File: src/core_settings.svh
`ifndef CORE_SETTINGS_SVH
`define CORE_SETTINGS_SVH

// datapath and architectural state.
`define XLEN          32
`define NUM_ARCH_REGS 32

// out-of-order resources.
`define ROB_DEPTH 8
`define ROB_TAG_W 3
`define IQ_DEPTH  4
`define NUM_ALUS  2

// axi4-lite address map, 4 bytes per register in the window.
`define AXI_ADDR_W    8
`define ADDR_INSTR    8'h00
`define ADDR_STATUS   8'h04
`define ADDR_REG_BASE 8'h80

`endif
File: src/core_pkg.sv
`include "core_settings.svh"

package core_pkg;

    // alu operations, PASS_B forwards operand b for lui.
    typedef enum logic [3:0] {
        ADD, SUB, AND, OR, XOR, SLL, SRL, SRA, SLT, SLTU, PASS_B
    } alu_op_e;

    // read channel state of the axi port.
    typedef enum logic {
        IDLE,
        RESP
    } axil_state_e;

    typedef struct packed {
        logic             valid;
        logic             illegal;
        alu_op_e          op;
        logic [4:0]       rs1;
        logic [4:0]       rs2;
        logic [4:0]       rd;
        logic             uses_rs2;
        logic             uses_imm;
        logic [`XLEN-1:0] imm;
        logic             writes_rd;
    } decoded_instr_t;

    // source operand, tag is meaningful only while not ready.
    typedef struct packed {
        logic                  ready;
        logic [`ROB_TAG_W-1:0] tag;
        logic [`XLEN-1:0]      value;
    } operand_t;

    typedef struct packed {
        logic                  valid;
        alu_op_e               op;
        operand_t              src1;
        operand_t              src2;
        logic [`ROB_TAG_W-1:0] tag;
    } iq_entry_t;

    typedef struct packed {
        logic                  valid;
        logic [`ROB_TAG_W-1:0] tag;
        logic [`XLEN-1:0]      value;
    } cdb_t;

    typedef struct packed {
        logic                  valid;
        logic [4:0]            rd;
        logic [`ROB_TAG_W-1:0] tag;
        logic [`XLEN-1:0]      value;
    } retire_t;

endpackage

File: src/rename_table.sv
`timescale 1ns/1ps
`include "core_settings.svh"

module rename_table (
    input  logic                     clk,
    input  logic                     rstn,
    input  core_pkg::decoded_instr_t dispatch,
    input  logic [`ROB_TAG_W-1:0]    dispatch_tag,
    input  core_pkg::retire_t        retire,
    output logic                     src1_busy,
    output logic [`ROB_TAG_W-1:0]    src1_tag,
    output logic                     src2_busy,
    output logic [`ROB_TAG_W-1:0]    src2_tag
);
    logic [`NUM_ARCH_REGS-1:0] busy;
    logic [`ROB_TAG_W-1:0]     tags [`NUM_ARCH_REGS];
    logic                      set_en;
    logic                      clr_en;

    // writes_rd is already low for x0.
    assign set_en = dispatch.valid && dispatch.writes_rd;
    // only the current writer of the register clears the mapping.
    assign clr_en = retire.valid && busy[retire.rd] && (tags[retire.rd] == retire.tag);

    // the set comes last, so dispatch wins over retirement of the same register.
    always_ff @(posedge clk or negedge rstn) begin
        if (!rstn) begin
            busy <= '0;
        end else begin
            if (clr_en) begin
                busy[retire.rd] <= 1'b0;
            end
            if (set_en) begin
                busy[dispatch.rd] <= 1'b1;
            end
        end
    end

    always_ff @(posedge clk) begin
        if (set_en) begin
            tags[dispatch.rd] <= dispatch_tag;
        end
    end

    assign src1_busy = busy[dispatch.rs1];
    assign src1_tag  = tags[dispatch.rs1];
    assign src2_busy = busy[dispatch.rs2] && dispatch.uses_rs2;
    assign src2_tag  = tags[dispatch.rs2];

endmodule

File: config.mk
export PLATFORM = sky130hd
export DESIGN_NAME = rename_table
export DESIGN_NICKNAME = d
export VERILOG_FILES = /design/src/core_pkg.sv /design/src/rename_table.sv
export VERILOG_INCLUDE_DIRS = /design/src
export SDC_FILE = /design/constraint.sdc
export NUM_CORES = 1
export LEC_CHECK = 0
export ABC_CLOCK_PERIOD_IN_PS = 3300
export BUFFER_PORTS_ARGS = -buffer_cell sky130_fd_sc_hd__buf_4
export CAP_MARGIN = 20
export CORE_MARGIN = 2
export CORE_UTILIZATION = 58
export CTS_CLUSTER_DIAMETER = 120
export DETAILED_ROUTE_END_ITERATION = 16
export PLACE_DENSITY = 0.85
export REMOVE_ABC_BUFFERS = 1
export SETUP_SLACK_MARGIN = 0.3
export SYNTH_ARGS = -nofsm -noshare
export SYNTH_HDL_FRONTEND = slang
export SYNTH_SLANG_ARGS = --single-unit
File: constraint.sdc
create_clock -name clk -period 3.3 [get_ports clk]
set_input_delay 0.66 -clock clk [delete_from_list [all_inputs] [get_ports clk]]
set_output_delay 0.66 -clock clk [all_outputs]
set_load 0.01 [all_outputs]
==> results_dict.tcl <==
set metrics [dict create \
    num_antenna_cells 0 \
    netlist_top_cells_area "edfxtp_1 (37%), mux4_2 (23%), dfrtp_1 (10%)" \
    clk_latency_ns 0.43 \
    cp-start-kind "input pin" \
    setup_viol 0 \
    drv_cap 0 \
    crit_fanout 5 \
    synth-seq-cells 128 \
    antenna_found_initial 0 \
    dr.pass1.iters 6 \
    synth.most_common_cell "nor2_1" \
    postCtsHoldBufs 0 \
    relSlewSlack_pct 44.6 \
    syn_area_um2 7730 \
    final.min_clock_period_ns 3.10 \
    die_area_um2 14300 \
    grt_max_degree 33 \
    path_cells "buf_16, buf_12, mux4_2, mux4_2, mux2i_2, nor2b_1, buf_4" \
    ys_top_cells_by_count "nor2_1 (100), edfxtp_1 (96), mux4_2 (80)" \
    min_period_over_period_pct 94.1 \
    r2r_end "busy[1]" \
    ys.flop_type "edfxtp_1" \
    synth_cell_types 35 \
    die_x_um 119 \
    cts_htree_levels 4 \
    cp-end-kind "output port" \
    vias_per_cell 7.51 \
    first_iter_violations 1064 \
    finalNetCount 714 \
    hold_path_class "input pin to asynchronous set/reset pin" \
    dpl.hpwl_um 15800 \
    io_pins 110 \
    cpPeakStageDelay_ns 0.53 \
    drc 0 \
    initial_core_util_pct 58.8 \
    core.rowCount 42 \
    clkSlewWorstSetupHoldPaths_ns 0.05 \
    dp_slack_ns 0.173 \
    synth_warnings 0 \
    r2r-start "tags[2][0]" \
    worstMarginPinSlew_ns 0.829 \
    numCtsBuffers 17 \
    required_ns 2.64 \
    hold_violations 0 \
    grt_overflow_total 0 \
    path_class "input pin to output port" \
    reg2reg_depth 8 \
    antenna_left 0 \
    vias 6017 \
    fillCellCount 896 \
    max_freq_mhz 322 \
    cpMaxStageDelayCell "mux4_2" \
    wirelength_um 24300 \
    rsz0062_at_grt "true" \
    root_buffer "clkbuf_16" \
    design.core.area_um2 13100 \
    slew_violations 0 \
    pwr_density_cell_nw_per_um2 494 \
    crit_family "multiplexers" \
    io_buffer_count 39 \
    post_cts_buffers 0 \
    die-height_um 119 \
    syn_avg_cell_area_um2 13.5 \
    grt_pass1_wl_um 36200 \
    cp.arrival_ns 2.44 \
    holdWs_ns 0.172 \
    grt.total_usage_pct 35.7 \
    drive_gt1_share_pct 29.3 \
    synth_top_area_share_pct 37.3 \
    ys_async_sr_fraction_pct 25.0 \
    skew_ns 0.00934 \
    synth_edf_count 96 \
    cp_common_cell "mux4_2" \
    syn_to_final_growth_pct 17.2 \
    cts_buffer_depth 2 \
    tns_ns 0 \
    yosysTopAreaCell "edfxtp_1" \
    wl_per_cell_um 30.4 \
    status "finished clean" \
    grt_pass1_vias 5891 \
    cts_sinks 128 \
    r2r_slack_ns 0.94 \
    peakVddDrop_v 0.000328 \
    cts_tree "done" \
    p_leak_nw 3.34 \
    seq_area_frac_synth_pct 47.7 \
    synthCells 574 \
    worst_slack_ns 0.195 \
    crit_buf_inv 3 \
    gp_congestion 0.957 \
]
-- cell families after synthesis --
family,after synthesis,synth area share [%]
AO/OA/AOI/OAI,65,4.83
XOR/XNOR,3,0.340
buffers and inverters,41,2.82
flip-flops,128,47.7
multiplexers,152,32.8
AND/OR/NAND/NOR,185,11.6
-- stage by stage --
step	power [W]	area, um^2	util, %	std cells
floorplan	0.00231	7510	-	534
global placement	0.00260	8240	62.8	763
detailed placement	0.00263	8240	62.8	763
CTS	0.00444	9050	68.9	801
global route	0.00459	9060	69.0	801
finish	0.00448	9060	69.0	801
-- cells in the final DEF, fill, tap and decap left out, types with 8 or more instances in the layout --
cell type	Yosys	layout
dfrtp_1	32	32
o22ai_1	32	32
mux2i_1	65	64
nand2_1	40	40
buf_4	2	35
a21oi_1	30	30
mux4_2	80	80
clkbuf_16	0	17
buf_16	0	8
nor2_1	100	100
buf_12	0	9
edfxtp_1	96	96
-- power breakdown --
group	total (W)	switching [W]	internal, W
Combinational	0.000780	0.000379	0.000401
Clock	0.00179	0.000694	0.00109
Sequential	0.00191	0.0000862	0.00182
Total	0.00448	0.00116	0.00332
-- worst reg2reg max path, stage by stage (launching register included) --
cell,delay [ns]
edfxtp_1,0.39
mux2i_1,0.32
o22ai_1,0.15
nor4_1,0.39
nand2_1,0.13
xor2_1,0.18
nor4_4,0.33
buf_12,0.24
a21oi_1,0.11
-- worst max-delay path by stage --
| stage | startpoint | endpoint | slack (ns) | depth (start not counted) |
|---|---|---|---|---|
| finish | dispatch[40] | src2_busy | 0.20 | 7 |
| global route | dispatch[40] | src2_busy | 0.19 | 7 |
| CTS | dispatch[40] | src2_busy | 0.23 | 7 |
| detailed placement | dispatch[40] | src2_busy | 0.17 | 7 |
| global placement | dispatch[45] | src1_tag[0] | 0.19 | 6 |
| floorplan | retire[37] | busy[0] | 0.29 | 7 |
-- what timing repair did --
action                                  4_1_cts  5_1_grt
endpoints found under the setup margin        8        8
cloned                                        6        0
gates resized for setup                      27        2
-- per-layer routing --
metal / vias up / global-route usage (%) / share of wire [%]
li1: 2365 / - / -
met1: 2909 / 47.3 / 35
met2: 597 / 54.5 / 46
met3: 146 / 9.72 / 12
met4: 0 / 18.8 / 6.4
met5: - / 0 / 0
-- sequential cells by signal, indices dropped and copies added, names as in the netlist --
name  cells
busy     32
tags     96
-- area by class of cell --
| class | instances | area (um^2) | share of cell area (%) |
|---|---|---|---|
| Tap cell | 176 | 220 | 2.43 |
| Clock buffer | 19 | 433 | 4.78 |
| Timing Repair Buffer | 59 | 742 | 8.19 |
| Sequential cell | 128 | 3680 | 40.7 |
| Inverter | 1 | 3.75 | 0.0414 |
| Clock inverter | 13 | 121 | 1.34 |
| Multi-Input combinational cell | 405 | 3860 | 42.6 |
(Power assumes the default switching activity.)
