<file path="src/core_settings.svh">
`ifndef CORE_SETTINGS_SVH
`define CORE_SETTINGS_SVH

// datapath and architectural state.
`define XLEN          32
`define NUM_ARCH_REGS 32

// out-of-order resources.
`define ROB_DEPTH 8
`define ROB_TAG_W 3
`define IQ_DEPTH  4
`define NUM_ALUS  2

// axi4-lite address map, 4 bytes per register in the window.
`define AXI_ADDR_W    8
`define ADDR_INSTR    8'h00
`define ADDR_STATUS   8'h04
`define ADDR_REG_BASE 8'h80

`endif
</file>
<file path="src/core_pkg.sv">
`include "core_settings.svh"

package core_pkg;

    // alu operations, PASS_B forwards operand b for lui.
    typedef enum logic [3:0] {
        ADD, SUB, AND, OR, XOR, SLL, SRL, SRA, SLT, SLTU, PASS_B
    } alu_op_e;

    // read channel state of the axi port.
    typedef enum logic {
        IDLE,
        RESP
    } axil_state_e;

    typedef struct packed {
        logic             valid;
        logic             illegal;
        alu_op_e          op;
        logic [4:0]       rs1;
        logic [4:0]       rs2;
        logic [4:0]       rd;
        logic             uses_rs2;
        logic             uses_imm;
        logic [`XLEN-1:0] imm;
        logic             writes_rd;
    } decoded_instr_t;

    // source operand, tag is meaningful only while not ready.
    typedef struct packed {
        logic                  ready;
        logic [`ROB_TAG_W-1:0] tag;
        logic [`XLEN-1:0]      value;
    } operand_t;

    typedef struct packed {
        logic                  valid;
        alu_op_e               op;
        operand_t              src1;
        operand_t              src2;
        logic [`ROB_TAG_W-1:0] tag;
    } iq_entry_t;

    typedef struct packed {
        logic                  valid;
        logic [`ROB_TAG_W-1:0] tag;
        logic [`XLEN-1:0]      value;
    } cdb_t;

    typedef struct packed {
        logic                  valid;
        logic [4:0]            rd;
        logic [`ROB_TAG_W-1:0] tag;
        logic [`XLEN-1:0]      value;
    } retire_t;

endpackage

</file>
<file path="src/reorder_buffer.sv">
`timescale 1ns/1ps
`include "core_settings.svh"

module reorder_buffer (
    input  logic                     clk,
    input  logic                     rstn,
    input  core_pkg::decoded_instr_t dispatch,
    input  logic                     dispatch_fire,
    output logic [`ROB_TAG_W-1:0]    dispatch_tag,
    output logic                     full,
    output logic [`ROB_TAG_W:0]      in_flight,
    input  core_pkg::cdb_t           cdb0,
    input  core_pkg::cdb_t           cdb1,
    input  logic [`ROB_TAG_W-1:0]    rd_tag1,
    input  logic [`ROB_TAG_W-1:0]    rd_tag2,
    output core_pkg::operand_t       rd_val1,
    output core_pkg::operand_t       rd_val2,
    output core_pkg::retire_t        retire
);
    logic [`ROB_TAG_W-1:0] head;
    logic [`ROB_TAG_W-1:0] tail;
    logic [`ROB_TAG_W:0]   count;
    logic [`ROB_DEPTH-1:0] done;
    logic [`ROB_DEPTH-1:0] writes_rd_q;
    logic [4:0]            rd_q [`ROB_DEPTH];
    logic [`XLEN-1:0]      value_q [`ROB_DEPTH];

    // completed entry first, then a same-cycle bus hit.
    function automatic core_pkg::operand_t resolve(input logic [`ROB_TAG_W-1:0] tag);
        core_pkg::operand_t res;
        res.tag   = tag;
        res.ready = 1'b1;
        res.value = '0;
        if (done[tag]) begin
            res.value = value_q[tag];
        end else if (cdb0.valid && cdb0.tag == tag) begin
            res.value = cdb0.value;
        end else if (cdb1.valid && cdb1.tag == tag) begin
            res.value = cdb1.value;
        end else begin
            res.ready = 1'b0;
        end
        return res;
    endfunction

    always_comb begin
        rd_val1 = resolve(rd_tag1);
        rd_val2 = resolve(rd_tag2);
    end

    assign dispatch_tag = tail;
    assign full         = (count == `ROB_DEPTH);
    assign in_flight    = count;

    // head retires once done, at most one per cycle.
    always_comb begin
        retire.valid = (count != '0) && done[head];
        retire.rd    = writes_rd_q[head] ? rd_q[head] : 5'd0;
        retire.tag   = head;
        retire.value = value_q[head];
    end

    always_ff @(posedge clk or negedge rstn) begin
        if (!rstn) begin
            head  <= '0;
            tail  <= '0;
            count <= '0;
            done  <= '0;
        end else begin
            if (dispatch_fire) begin
                done[tail] <= 1'b0;
                tail       <= tail + 1'b1;
            end
            if (cdb0.valid) begin
                done[cdb0.tag] <= 1'b1;
            end
            if (cdb1.valid) begin
                done[cdb1.tag] <= 1'b1;
            end
            if (retire.valid) begin
                head <= head + 1'b1;
            end
            if (dispatch_fire && !retire.valid) begin
                count <= count + 1'b1;
            end else if (!dispatch_fire && retire.valid) begin
                count <= count - 1'b1;
            end
        end
    end

    always_ff @(posedge clk) begin
        if (dispatch_fire) begin
            rd_q[tail]        <= dispatch.rd;
            writes_rd_q[tail] <= dispatch.writes_rd;
        end
        if (cdb0.valid) begin
            value_q[cdb0.tag] <= cdb0.value;
        end
        if (cdb1.valid) begin
            value_q[cdb1.tag] <= cdb1.value;
        end
    end

endmodule

</file>
<file path="config.mk">
export PLATFORM = sky130hd
export DESIGN_NAME = reorder_buffer
export DESIGN_NICKNAME = d
export VERILOG_FILES = /design/src/core_pkg.sv /design/src/reorder_buffer.sv
export VERILOG_INCLUDE_DIRS = /design/src
export SDC_FILE = /design/constraint.sdc
export NUM_CORES = 1
export LEC_CHECK = 0
export BUFFER_PORTS_ARGS = -buffer_cell sky130_fd_sc_hd__buf_2
export CORE_AREA = 4 4 273 275
export DETAILED_ROUTE_END_ITERATION = 10
export DIE_AREA = 0 0 277 279
export GPL_ROUTABILITY_DRIVEN = 0
export PLACE_DENSITY_LB_ADDON = 0.1
export SETUP_SLACK_MARGIN = 0.02
export SYNTH_ARGS = -nofsm -noshare
export SYNTH_HDL_FRONTEND = slang
export SYNTH_SLANG_ARGS = --single-unit
</file>
<file path="constraint.sdc">
create_clock -name clk -period 5.7 [get_ports clk]
set_input_delay 0.57 -clock clk [delete_from_list [all_inputs] [get_ports clk]]
set_output_delay 0.57 -clock clk [all_outputs]
set_load 0.03 [all_outputs]
</file>
==> results.py <==
metrics = {
    "logic_synthesis": {
        "synth-seq-cells": 322,
        "ys.warnings.count": 0,
        "yosysUniqueCellTypes": 42,
        "synth_area_leader_cell": "edfxtp_1",
        "syn_area_per_cell_um2": 14.5,
        "synth_area_mm2": 0.0214,
        "yosysTopAreaCellShare_pct": 42.6,
        "yosysSeqAreaShare_pct": 44.7,
        "netlist_instances": 1473,
        "yosys-top-cells-area": "edfxtp_1 43%, mux4_2 22%, mux2_2 15%, or3b_1 2.4%, a211oi_1 2.2%",
        "synth_nets": 1616,
    },
    "setup_path": {
        "r2r_cells": 10,
        "critical-path-top-delay-family": "buffers and inverters",
        "cp_max_fo": 37,
        "crit_path_start_kind": "input port",
        "max_stage_delay_ns": 0.56,
        "cp.depth": 8,
        "endpoint_kind": "output pin",
        "path_cells": "buf_2, buf_4, mux4_2, mux2i_4, buf_4, a211oi_1, a31oi_1, buf_2",
        "cp_num_buf_inv": 4,
        "crit_slowest_cell": "buf_2",
        "worst_ep_required_time_ns": 5.13,
        "arrival_ns": 3.66,
        "path_class": "input port to output pin",
    },
    "pwr": {
        "p_leak_nw": 7.95,
        "power-per-cell-area_mw_per_mm2": 425,
        "peakVddDrop_mv": 0.211,
    },
    "place": {
        "pre_cts_ws_ns": 1.47,
        "dp_hpwl_um": 46300,
        "portBuffers": 207,
        "placed_area_mm2": 0.0232,
    },
    "min_path": {
        "hold_depth": 1,
        "hold_class": "input port to flop",
    },
    "final_layout": {
        "fillers": 7122,
        "design_area_mm2": 0.0245,
        "syn_to_final_growth_pct": 14.3,
        "drive_gt1_share_pct": 52.0,
        "final_nets": 1707,
    },
    "detailed_routing": {
        "wl_per_cell_um": 30.0,
        "drc": 0,
        "ant_nets": 0,
        "dr.pass1.iters": 5,
        "drtIter0Drc": 1175,
        "wl_um": 76700,
        "viasPerCell": 5.54,
        "num_vias": 14182,
    },
    "clock_network": {
        "numClockSinks": 322,
        "clockBufferDepth": 3,
        "numCtsBuffers": 41,
        "cts_root_buf": "clkbuf_16",
        "post_cts_resized": 0,
        "cts_tree": "done",
        "h-tree-depth": 2,
        "clkSlewWorstSetupHoldPaths_ns": 0.06,
        "clock_latency_ns": 0.58,
        "cts_setup_buffers": 0,
    },
    "floorplanning": {
        "io_pins": 258,
        "coreArea_mm2": 0.0723,
        "die_x_um": 277,
        "die-area_mm2": 0.0773,
        "die_h_um": 279,
        "rows": 99,
        "start_util_pct": 29.6,
    },
    "grt": {
        "grt_max_degree": 56,
        "grt.met3_usage_pct": 4.07,
        "gr-max-usage-layer": "met2",
        "grt_pass1_wl_um": 110000,
        "overflow": 0,
        "grt_pass1_vias": 14835,
        "grt_usage_pct": 19.4,
        "globalRouteMet2Util_pct": 32.1,
        "antenna_found_initial": 18,
        "grtUsageMet1_pct": 26.5,
    },
    "sta": {
        "rsz0062_at_grt": "no",
        "clock.fmax_mhz": 236,
        "fin_ws_ns": 1.47,
        "max_slew.worst_pin.slew_ns": 1.07,
        "max-slew-margin-rel_pct": 28.5,
        "finalCritPeriodShare_pct": 74.2,
        "slew_viol_final": 0,
        "fin_crit_ns": 4.23,
        "hold_viol": 0,
        "hold-worst-slack_ns": 0.280,
        "clock_skew_ns": 0.00839,
        "tns_ns": 0,
        "finalSetupViolations": 0,
    },
    "status": {
        "status": "complete, no violations",
    },
    "flow_run": {
        "cap_violations": 0,
    },
}
==> timing repair <==
| item | 4_1_cts | 5_1_grt |
|---|---|---|
| endpoints found under the hold margin | 18 | 0 |
| hold buffers | 1 | 0 |
| setup endpoints to repair | 0 | 0 |
==> kinds of logic after synthesis <==
family / count (synthesis) / synth area share, %
AOI/OAI and AO/OA: 149 / 4.70
DFF: 322 / 44.7
buffers and inverters: 209 / 4.35
muxes: 512 / 37.8
adders and majority gates: 6 / 0.386
xor gates and xnor gates: 19 / 0.777
and+or+nand+nor: 256 / 7.25
==> through the flow <==
stage / power [mW] / std cells / utilization (%)
6_report: 10.4 / 2558 / 33.8
5_1_grt: 10.9 / 2554 / 33.8
4_1_cts: 10.6 / 2552 / 33.8
3_5_place_dp: 8.05 / 2479 / 32.1
3_3_place_gp: 8.01 / 2479 / 32.1
2_1_floorplan: 6.47 / 1473 / -
==> cell usage in the layout, fill, tap and decap left out, drive strengths merged, types with 2 or more instances in the layout <==
master / instances
nand4: 6
a211oi: 64
or3b: 64
clkbuf: 52
o21ai: 12
mux2: 291
nor3: 6
nor2: 14
nand2b: 13
diode: 6
clkinv: 16
nand2: 71
bufinv: 2
mux2i: 13
nor2b: 67
a31oi: 65
nand3: 5
and4: 2
buf: 251
edfxtp: 304
inv: 7
o21bai: 4
or2: 2
dfrtp: 18
xnor2: 18
mux4: 208
ha: 5
==> per-layer routing <==
metal,wire (µm),vias to the layer above
li1,-,6134
met1,33800,7521
met2,36800,422
met3,4440,91
met4,1610,14
met5,107,-
==> final cells by class <==
| cell class | count | area, µm² | area share, % |
|---|---|---|---|
| diodes | 6 | 15.0 | 0.0613 |
| clock buffers | 52 | 1070 | 4.36 |
| repair buffers | 252 | 1400 | 5.71 |
| inverters | 5 | 18.8 | 0.0767 |
| well taps | 959 | 1200 | 4.90 |
| flip-flops and latches | 322 | 9590 | 39.2 |
| multi-input cells | 942 | 11000 | 45.0 |
| clock inverters | 20 | 170 | 0.695 |
==> cells in the mapped netlist, drive strengths merged <==
| cell | n |
|---|---|
| o2bb2ai | 1 |
| a21oi | 1 |
| o21ai | 12 |
| nand3b | 1 |
| nor2b | 67 |
| and4 | 2 |
| ha | 5 |
| buf | 131 |
| and2 | 1 |
| fa | 1 |
| clkbuf | 73 |
| xor2 | 1 |
| nor4 | 1 |
| dfrtp | 18 |
| nor3b | 1 |
| a21o | 1 |
| nand2b | 13 |
| nand4 | 6 |
| o21bai | 4 |
| a22oi | 1 |
| nor4b | 1 |
| mux4 | 208 |
| xnor2 | 18 |
| nand2 | 71 |
| or3b | 64 |
| mux2 | 291 |
| nor3 | 6 |
| or2 | 2 |
| a31oi | 65 |
| inv | 5 |
| mux2i | 13 |
| nand3 | 5 |
| nor2 | 14 |
| a211oi | 64 |
| edfxtp | 304 |
| nand4b | 1 |
==> report_power, final <==
| part | leakage [nW] | switching [mW] | internal (mW) |
|---|---|---|---|
| logic | 4.36 | 2.89 | 1.77 |
| clock network | 0.605 | 1.06 | 1.42 |
| registers | 2.99 | 0.400 | 2.85 |
==> flip-flops by register name (all words and copies together), names as in the netlist <==
name / cells
writes_rd_q: 8
head: 3
in_flight: 4
done: 8
value_q: 256
dispatch_tag: 3
rd_q: 40
==> path summary, 6_finish.rpt <==
| check | startpoint | end | slack (ns) |
|---|---|---|---|
| worst max-delay path | rd_tag1[0] | rd_val1[31] | 1.47 |
| worst min-delay path | dispatch[0] | writes_rd_q[4] | 0.28 |
| worst max register to register | head[0] | in_flight[3] | 2.55 |
| worst min register to register | in_flight[3] | in_flight[3] | 0.52 |
| max in group asynchronous | rstn | head[1] | 4.88 |
| min in group asynchronous | rstn | dispatch_tag[0] | 0.47 |
(Power assumes the default switching activity.)
