===== config.mk =====
export PLATFORM = sky130hd
export DESIGN_NAME = alu_unit
export DESIGN_NICKNAME = d
export VERILOG_FILES = /design/src/core_pkg.sv /design/src/alu_unit.sv
export VERILOG_INCLUDE_DIRS = /design/src
export SDC_FILE = /design/constraint.sdc
export NUM_CORES = 1
export LEC_CHECK = 0
export ABC_CLOCK_PERIOD_IN_PS = 800
export CORE_MARGIN = 4
export CORE_UTILIZATION = 70
export CTS_BUF_LIST = sky130_fd_sc_hd__clkbuf_16
export CTS_CLUSTER_DIAMETER = 120
export DETAILED_ROUTE_END_ITERATION = 10
export DONT_BUFFER_PORTS = 1
export PLACE_DENSITY = 0.85
export SYNTH_ARGS = -nofsm -noshare
export SYNTH_HDL_FRONTEND = slang
export SYNTH_SLANG_ARGS = --single-unit

===== constraint.sdc =====
create_clock -name clk -period 0.8 [get_ports clk]
set_input_delay 0.08 -clock clk [delete_from_list [all_inputs] [get_ports clk]]
set_output_delay 0.08 -clock clk [all_outputs]
set_load 0.005 [all_outputs]

===== src/core_settings.svh =====
`ifndef CORE_SETTINGS_SVH
`define CORE_SETTINGS_SVH

// datapath and architectural state.
`define XLEN          32
`define NUM_ARCH_REGS 32

// out-of-order resources.
`define ROB_DEPTH 8
`define ROB_TAG_W 3
`define IQ_DEPTH  4
`define NUM_ALUS  2

// axi4-lite address map, 4 bytes per register in the window.
`define AXI_ADDR_W    8
`define ADDR_INSTR    8'h00
`define ADDR_STATUS   8'h04
`define ADDR_REG_BASE 8'h80

`endif

===== src/core_pkg.sv =====
`include "core_settings.svh"

package core_pkg;

    // alu operations, PASS_B forwards operand b for lui.
    typedef enum logic [3:0] {
        ADD, SUB, AND, OR, XOR, SLL, SRL, SRA, SLT, SLTU, PASS_B
    } alu_op_e;

    // read channel state of the axi port.
    typedef enum logic {
        IDLE,
        RESP
    } axil_state_e;

    typedef struct packed {
        logic             valid;
        logic             illegal;
        alu_op_e          op;
        logic [4:0]       rs1;
        logic [4:0]       rs2;
        logic [4:0]       rd;
        logic             uses_rs2;
        logic             uses_imm;
        logic [`XLEN-1:0] imm;
        logic             writes_rd;
    } decoded_instr_t;

    // source operand, tag is meaningful only while not ready.
    typedef struct packed {
        logic                  ready;
        logic [`ROB_TAG_W-1:0] tag;
        logic [`XLEN-1:0]      value;
    } operand_t;

    typedef struct packed {
        logic                  valid;
        alu_op_e               op;
        operand_t              src1;
        operand_t              src2;
        logic [`ROB_TAG_W-1:0] tag;
    } iq_entry_t;

    typedef struct packed {
        logic                  valid;
        logic [`ROB_TAG_W-1:0] tag;
        logic [`XLEN-1:0]      value;
    } cdb_t;

    typedef struct packed {
        logic                  valid;
        logic [4:0]            rd;
        logic [`ROB_TAG_W-1:0] tag;
        logic [`XLEN-1:0]      value;
    } retire_t;

endpackage


===== src/alu_unit.sv =====
`timescale 1ns/1ps
`include "core_settings.svh"

module alu_unit (
    input  logic                clk,
    input  logic                rstn,
    input  core_pkg::iq_entry_t issue,
    output core_pkg::cdb_t      result
);
    logic [`XLEN-1:0] a;
    logic [`XLEN-1:0] b;
    logic [`XLEN-1:0] alu_out;

    assign a = issue.src1.value;
    assign b = issue.src2.value;

    // shift amount is the low 5 bits of b.
    always_comb begin
        case (issue.op)
            core_pkg::ADD:    alu_out = a + b;
            core_pkg::SUB:    alu_out = a - b;
            core_pkg::AND:    alu_out = a & b;
            core_pkg::OR:     alu_out = a | b;
            core_pkg::XOR:    alu_out = a ^ b;
            core_pkg::SLL:    alu_out = a << b[4:0];
            core_pkg::SRL:    alu_out = a >> b[4:0];
            core_pkg::SRA:    alu_out = $signed(a) >>> b[4:0];
            core_pkg::SLT:    alu_out = `XLEN'($signed(a) < $signed(b));
            core_pkg::SLTU:   alu_out = `XLEN'(a < b);
            core_pkg::PASS_B: alu_out = b;
            default:          alu_out = '0;
        endcase
    end

    // one cycle from issue to the bus.
    always_ff @(posedge clk or negedge rstn) begin
        if (!rstn) begin
            result.valid <= 1'b0;
        end else begin
            result.valid <= issue.valid;
            result.tag   <= issue.tag;
            result.value <= alu_out;
        end
    end

endmodule


==> results.sh, run 1 <==
export IMPL_status="did not finish"
export IMPL_stop_stage="clock tree synthesis"
export IMPL_tool_error="[ERROR DPL-0033] detailed placement checks failed during check placement."
export IMPL_synth_main_ff_cell="edfxtp_1"
export IMPL_cts_root_buf="clkbuf_16"
export IMPL_cts_num_sinks=36
export IMPL_syn_inst=1372
export IMPL_clockBufferDepth=2
export IMPL_synthesis_nets=1557
export IMPL_cts_buffers=5
export IMPL_synth_edff_count=35
export IMPL_portBuffers=0
export IMPL_die_w_um=128
export IMPL_synth_avg_cell_area_sq_um=7.33
export IMPL_synth_seq_cells=36
export IMPL_start_util_pct=71.9
export IMPL_dp_hpwl_um=38500
export IMPL_yosys_warnings=0
export IMPL_htreeDepth=2
export IMPL_pre_cts_ws_ps=-2500
export IMPL_ys_seq_area_share_pct=10.7
export IMPL_ys_types=91
export IMPL_cts_setup_buffers=27
export IMPL_fp_dieH_um=128
export IMPL_rows=43
export IMPL_place_congestion=1.22
export IMPL_cts_resized=161
export IMPL_io_pins=118
export IMPL_synthesis_area_sq_um=10100
export IMPL_async_flop_share_pct=2.78
export IMPL_ctsHoldBuffers=4
synth_stat cells, types with 8 or more instances:
library cell,n,share of area [%]
buf_2,25,1.2
inv_1,95,3.5
a211o_1,10,0.87
mux2_2,28,3.1
o221ai_1,9,0.78
clkbuf_1,62,2.3
edfxtp_1,35,10
o211ai_1,24,1.8
a221o_1,11,1.1
nand2_1,105,3.9
nor3_1,22,1.1
a221oi_1,18,1.6
xnor2_1,15,1.3
a211oi_1,35,2.6
nand4_1,12,0.75
buf_4,9,0.67
and3_1,8,0.50
o22ai_1,11,0.68
a21o_1,23,1.7
buf_1,10,0.37
o31ai_1,8,0.60
ha_1,101,13
a31oi_1,21,1.3
or3_1,11,0.68
mux4_2,23,5.1
nor2_1,138,5.1
a21oi_1,133,6.6
nand3_1,31,1.5
and2_1,10,0.62
o21ai_0,104,5.2
mux2i_1,59,5.9
a22oi_1,19,1.4
o21bai_1,17,1.3
stage by stage:
stage	utilization [%]	hold WS [ps]	setup TNS, ps	area, sq um	std cells
after detailed placement	91.5	-212	-63140	12800	1818
after global placement	91.5	-213	-58650	12800	1818
after floorplan	-	-216	-56020	10300	1372
kinds of logic after synthesis:
group / after synthesis / share of synthesized area (%)
adders and majority gates: 103 / 13.0
muxes: 110 / 14.2
and+or+nand+nor: 377 / 17.3
buffers and inverters: 208 / 8.63
xor gates and xnor gates: 18 / 1.57
DFF: 36 / 10.7
AOI/OAI and AO/OA: 520 / 34.7
==> inputs of run 2 (changes only) <==
--- a/config.mk
+++ b/config.mk
@@ -8,12 +8,10 @@
 export LEC_CHECK = 0
 export ABC_CLOCK_PERIOD_IN_PS = 800
 export CORE_MARGIN = 4
-export CORE_UTILIZATION = 70
-export CTS_BUF_LIST = sky130_fd_sc_hd__clkbuf_16
-export CTS_CLUSTER_DIAMETER = 120
+export CORE_UTILIZATION = 40
 export DETAILED_ROUTE_END_ITERATION = 10
 export DONT_BUFFER_PORTS = 1
-export PLACE_DENSITY = 0.85
+export PLACE_DENSITY_LB_ADDON = 0.15
 export SYNTH_ARGS = -nofsm -noshare
 export SYNTH_HDL_FRONTEND = slang
 export SYNTH_SLANG_ARGS = --single-unit
==> run 2 against run 1 <==
Compared with the run above:
- the flow now finishes, with violations (negative hold slack, negative setup slack)
- synthesized cell count is the same
- synthesized area is the same
==> results.sh, run 2 <==
export IMPL_status="complete, but fails checks"
export IMPL_violations="negative hold slack, negative setup slack"
export IMPL_fill_cells=2271
export IMPL_multiInputGateArea_sq_um=9160
export IMPL_antenna_found_initial=1
export IMPL_clockBufferDepth=2
export IMPL_synth_most_common_cell="nor2_1"
export IMPL_portBuffers=0
export IMPL_synthAdderAreaFrac_pct=13.0
export IMPL_yosys_warnings=0
export IMPL_htreeDepth=2
export IMPL_synth_simple_area_share_pct=17.3
export IMPL_hold_class="in -> async"
export IMPL_slew_violations=0
export IMPL_layout_common_cells="412 x buf_4, 129 x nor2_1, 111 x a21oi_1"
export IMPL_fin_ws_ps=-1910
export IMPL_dieArea_sq_um=27800
export IMPL_via_per_inst=6.24
export IMPL_post_route_cells_drive_above_1_share_pct=39.6
export IMPL_hold_violations=36
export IMPL_async_flop_share_pct=2.78
export IMPL_place_congestion=1.00
export IMPL_n_antenna_cell=0
export IMPL_rsz0062_at_grt="true"
export IMPL_top_regs="result x36"
export IMPL_relSlewSlack_pct=60.0
export IMPL_synth_top_cell_by_area="ha_1"
export IMPL_setup_viol=46
export IMPL_fin_area_sq_um=14900
export IMPL_timing_final_crit_share_pct=339
export IMPL_ys_types=91
export IMPL_synthesis_area_sq_um=10100
export IMPL_grt_usage_pct=35.8
export IMPL_cts_tree="done"
export IMPL_start_util_pct=41.0
export IMPL_synthMuxAreaShare_pct=14.2
export IMPL_rows=57
export IMPL_grt_pass1_vias=12307
export IMPL_required_ps=950
export IMPL_synth_avg_cell_area_sq_um=7.33
export IMPL_finalWirelength_um=52600
export IMPL_wire_per_inst_um=25.7
export IMPL_cts_num_sinks=36
export IMPL_grt_overflow_total=0
export IMPL_dr_pass1_iters=6
export IMPL_largest_reg_flops=36
export IMPL_finalPower_mw=14.4
export IMPL_irDropWorstVdd_mv=0.802
export IMPL_synth_main_ff_cell="edfxtp_1"
export IMPL_synthesis_nets=1557
export IMPL_dp_hpwl_um=41500
export IMPL_largest_register="result"
export IMPL_synth_top_area_share_pct=12.6
export IMPL_fmax_mhz=369
export IMPL_grt_max_degree=91
export IMPL_maxCapViolCount=0
export IMPL_synth_compound_area_share_pct=34.7
export IMPL_io_pins=118
export IMPL_ctsHoldBuffers=4
export IMPL_worst_slew_pin_slew_ps=593
export IMPL_syn_inst=1372
export IMPL_post_route_drc_count=0
export IMPL_timing_final_crit_period_ps=2710
export IMPL_final_common_cell="buf_4"
export IMPL_syn2layout_area_growth_pct=47.6
export IMPL_synth_xor_area_share_pct=1.57
export IMPL_cts_root_buf="clkbuf_16"
export IMPL_nets=1909
export IMPL_ys_seq_area_share_pct=10.7
export IMPL_synth_common_cells="138 x nor2_1, 133 x a21oi_1, 105 x nand2_1"
export IMPL_synth_top_family_by_area="compound AO/OA/AOI/OAI gates"
export IMPL_synth_seq_cells=36
export IMPL_core_sq_um=24500
export IMPL_worstSetupStartpointType="input port"
export IMPL_fp_dieH_um=167
export IMPL_path_class="in -> reg"
export IMPL_antenna_left=0
export IMPL_vias=12789
export IMPL_regArea_sq_um=1080
export IMPL_cts_buffers=5
export IMPL_drt_initial_drc_count=1518
export IMPL_dpl_cell_area_sq_um=13200
export IMPL_hold_slack_ps=-513
export IMPL_synth_edff_count=35
export IMPL_fin_setup_tns_ps=-47130
export IMPL_worstPathMaxFanout=6
export IMPL_synth_area_top_cells="ha_1 13%, edfxtp_1 10%, a21oi_1 6.6%"
export IMPL_worstPathArrival_ps=2860
export IMPL_cts_clk_slew_worst_paths_ps=60
export IMPL_crit_path_end_kind="flop"
export IMPL_grt_pass1_wl_um=77100
export IMPL_leakagePower_nw=6.55
export IMPL_die_w_um=167
export IMPL_power_density_nw_per_um2=970
-- run 2: logic make-up (layout without fill, tap and decap cells) --
| logic type | after synthesis | in the layout |
|---|---|---|
| AOI/OAI and AO/OA | 520 | 520 |
| and+or+nand+nor | 377 | 377 |
| buffers and inverters | 208 | 561 |
| muxes | 110 | 110 |
| adders and majority gates | 103 | 103 |
| DFF | 36 | 36 |
| xor gates and xnor gates | 18 | 18 |
-- run 2: metrics by stage --
step	cells	setup WS (ps)	util (%)
4_1_cts	2036	-1840	58.7
2_1_floorplan	1372	-2260	-
5_1_grt	2049	-1980	60.5
3_3_place_gp	1993	-2400	53.9
3_5_place_dp	1993	-2430	53.9
6_report	2049	-1910	60.5
-- run 2: worst max path at each step --
stage	slack [ps]	endpoint	startpoint	cells past startpoint
4_1_cts	-1840	result[30]$_DFFE_PP_	issue[39]	12
6_report	-1910	result[30]$_DFFE_PP_	issue[39]	12
3_3_place_gp	-2400	result[30]$_DFFE_PP_	issue[39]	12
5_1_grt	-1980	result[30]$_DFFE_PP_	issue[39]	12
2_1_floorplan	-2260	result[18]$_DFFE_PP_	issue[5]	15
3_5_place_dp	-2430	result[30]$_DFFE_PP_	issue[39]	12
-- run 2: final cells by class --
type | count | area share [%]
well taps | 324 | 2.73
repair buffers | 454 | 24.4
multi-input cells | 1128 | 61.7
flip-flops and latches | 36 | 7.25
clock buffers | 8 | 1.05
inverters | 99 | 2.90
-- run 2: what timing repair did --
item | in CTS | in global routing
setup buffers | 32 | 18
endpoints found under the hold margin | 40 | 36
endpoints found under the setup margin | 47 | 48
pin swaps | 76 | 59
resized for setup | 166 | 74
-- run 2: critical path, stage by stage --
cell	delay (ps)
inv_12	20
ha_4	150
fa_2	400
o21ba_4	210
or4_4	440
a211oi_4	310
a211oi_2	160
a221oi_2	380
a41oi_2	200
nand2_1	130
mux2_4	300
o22ai_2	80
-- run 2: power by group --
| group | internal (mW) | leakage, nW | switching (mW) |
|---|---|---|---|
| logic | 4.74 | 6.12 | 4.80 |
| clock network | 1.33 | 0.0772 | 0.972 |
| registers | 2.37 | 0.350 | 0.193 |
-- run 2: routing by layer --
layer,vias up,track usage (%),wire [um]
li1,5836,-,-
met1,6158,47.7,21300
met2,672,56.0,23100
met3,121,6.85,5040
met4,2,16.9,3080
met5,-,0,11
No activity file was read; power rests on OpenSTA's default activity.
==> inputs of run 3 (changes only) <==
--- a/config.mk
+++ b/config.mk
@@ -7,10 +7,12 @@
 export NUM_CORES = 1
 export LEC_CHECK = 0
 export ABC_CLOCK_PERIOD_IN_PS = 800
+export CORE_ASPECT_RATIO = 0.6
 export CORE_MARGIN = 4
 export CORE_UTILIZATION = 40
 export DETAILED_ROUTE_END_ITERATION = 10
 export DONT_BUFFER_PORTS = 1
+export GPL_TIMING_DRIVEN = 0
 export PLACE_DENSITY_LB_ADDON = 0.15
 export SYNTH_ARGS = -nofsm -noshare
 export SYNTH_HDL_FRONTEND = slang
==> run 3 against run 2 <==
Compared with the run above:
- count of clock-buffer cells in the layout shrank 3
- utilization shrank 7.6 points
- non-clock buffer count shrank 265
- highest routed layer unchanged
- flip-flop and latch count is the same
- die area grew 0.30%
- critical path type unchanged
- combinational power shrank 3.8%
- worst hold slack lost 11 ps
- the flow still finishes with violations (negative hold slack, negative setup slack)
==> results.sh, run 3 (synthesis gave the netlist of run 2 again) <==
export IMPL_finalWirelength_um=61900
export IMPL_ctsHoldBuffers=4
export IMPL_grt_max_degree=37
export IMPL_violations="negative hold slack, negative setup slack"
export IMPL_wire_per_inst_um=34.7
export IMPL_maxCapViolCount=0
export IMPL_core_sq_um=24400
export IMPL_die_w_um=213
export IMPL_start_util_pct=41.2
export IMPL_path_class="in -> reg"
export IMPL_relSlewSlack_pct=38.8
export IMPL_antenna_found_initial=5
export IMPL_top_regs="result x36"
export IMPL_setup_viol=50
export IMPL_crit_path_frequent_cell="buf_12"
export IMPL_syn2layout_area_growth_pct=28.5
export IMPL_cts_clk_slew_worst_paths_ps=90
export IMPL_fp_dieH_um=131
export IMPL_grt_usage_pct=42.1
export IMPL_worstSetupStartpointType="input port"
export IMPL_power_density_nw_per_um2=1110
export IMPL_clockBufferDepth=2
export IMPL_stdcell_count=1784
export IMPL_cpPeakStageDelay_ps=440
export IMPL_nets=1644
export IMPL_post_route_cells_drive_above_1_share_pct=27.4
export IMPL_cts_buffers=5
export IMPL_irDropWorstVdd_mv=0.798
export IMPL_crit_path_end_kind="flop"
export IMPL_grt_overflow_total=0
export IMPL_required_ps=810
export IMPL_cts_tree="done"
export IMPL_fin_ws_ps=-2290
export IMPL_placedCellCount=1694
export IMPL_fin_setup_tns_ps=-61600
export IMPL_via_per_inst=7.22
export IMPL_status="complete, but fails checks"
export IMPL_io_pins=118
export IMPL_largest_reg_flops=36
export IMPL_worst_slew_pin_slew_ps=910
export IMPL_htreeDepth=2
export IMPL_grt_pass1_wl_um=83700
export IMPL_final_common_cell="nor2_1"
export IMPL_crit_chain="buf_12 -> clkinv_8 -> buf_12 -> buf_12 -> clkbuf_16 -> ha_4 -> o21ba_4 -> or4_4 -> a211oi_4 -> buf_6 -> buf_4 -> a2111oi_4 -> nand2b_1 -> nor2b_1 -> mux2i_1 -> xnor2_1 -> o221ai_2"
export IMPL_cp_startpoint="issue[5]"
export IMPL_drt_initial_drc_count=1958
export IMPL_timing_final_crit_period_ps=3090
export IMPL_largest_register="result"
export IMPL_worstPathMaxFanout=4
export IMPL_hold_violations=36
export IMPL_antenna_left=0
export IMPL_layout_common_cells="123 x nor2_1, 111 x a21oi_1, 100 x nand2_1"
export IMPL_rows=44
export IMPL_leakagePower_nw=5.22
export IMPL_slew_violations=0
export IMPL_cts_root_buf="clkbuf_16"
export IMPL_dieArea_sq_um=27800
export IMPL_hold_slack_ps=-524
export IMPL_portBuffers=0
export IMPL_hold_class="in -> async"
export IMPL_dp_hpwl_um=47800
export IMPL_cts_num_sinks=36
export IMPL_timing_final_crit_share_pct=387
export IMPL_finalPower_mw=14.4
export IMPL_place_congestion=1.08
export IMPL_fmax_mhz=323
export IMPL_grt_pass1_vias=11134
export IMPL_critPathSlowestCell="or4_4"
export IMPL_rsz0062_at_grt="true"
export IMPL_post_route_drc_count=0
export IMPL_vias=12879
export IMPL_dr_pass1_iters=6
export IMPL_worstPathArrival_ps=3100
## run 3: cell types whose count changed in the layout (fill, tap and decap cells not counted), sizes merged
cell / previous run / this run
clkbuf: 8 / 65
inv: 93 / 94
clkinvlp: 3 / 4
bufinv: 0 / 1
buf: 450 / 125
diode: 0 / 2
## run 3: layer usage
layer	share of wire, %	GRT usage [%]	vias to the layer above
met5	0.042	2.93	-
met1	43	60.2	6322
met3	19	24.6	122
met4	2.3	6.89	4
met2	37	54.0	1115
li1	-	-	5316
## run 3: worst max-delay path: cells and delay by family
kind            cells  cell delay [ps]
buf+inv             7              840
fa+ha+maj           1              240
compound gates      4              730
mux                 1              200
simple gates        3              790
xor+xnor            1              210
## run 3: power breakdown
group | internal, mW | switching (mW) | total (mW) | leakage, nW
combinational | 3.48 | 5.71 | 9.19 | 4.79
clock | 1.48 | 1.21 | 2.69 | 0.0798
sequential | 2.36 | 0.127 | 2.49 | 0.350
total | 7.33 | 7.05 | 14.4 | 5.22
## run 3: worst max-delay path by stage
stage | to | slack, ps | depth (start not counted)
floorplan | result[18]$_DFFE_PP_ | -2260 | 15
global placement | result[20]$_DFFE_PP_ | -3250 | 14
detailed placement | result[20]$_DFFE_PP_ | -3250 | 14
CTS | result[18]$_DFFE_PP_ | -2190 | 16
global route | result[24]$_DFFE_PP_ | -2310 | 17
finish | result[20]$_DFFE_PP_ | -2290 | 17
## run 3: cell type report
cell class              instances  area [sq um]
diodes                          2          5.00
plain buffers                 107           891
clock buffers                   5           125
clock inverters                 3          42.5
fillers                      2394         11500
inverters                      99           410
multi-input cells            1128          9250
flip-flops and latches         36          1080
well taps                     322           403
repair buffers                 82           731
## run 3: metrics by stage
step | hold WS (ps) | setup WS, ps | cell area, sq um | util [%]
floorplan | -216 | -2260 | 10300 | -
global placement | -214 | -3250 | 10700 | 44.0
detailed placement | -214 | -3250 | 10700 | 44.0
CTS | -526 | -2190 | 12200 | 50.0
global route | -532 | -2310 | 12900 | 52.9
finish | -524 | -2290 | 12900 | 52.9
## run 3: what timing repair did
item / 4_1_cts / 5_1_grt
gates resized for setup: 232 / 92
setup buffers: 44 / 35
pin swaps: 58 / 56
hold endpoints to repair: 40 / 36
endpoints found under the setup margin: 50 / 58
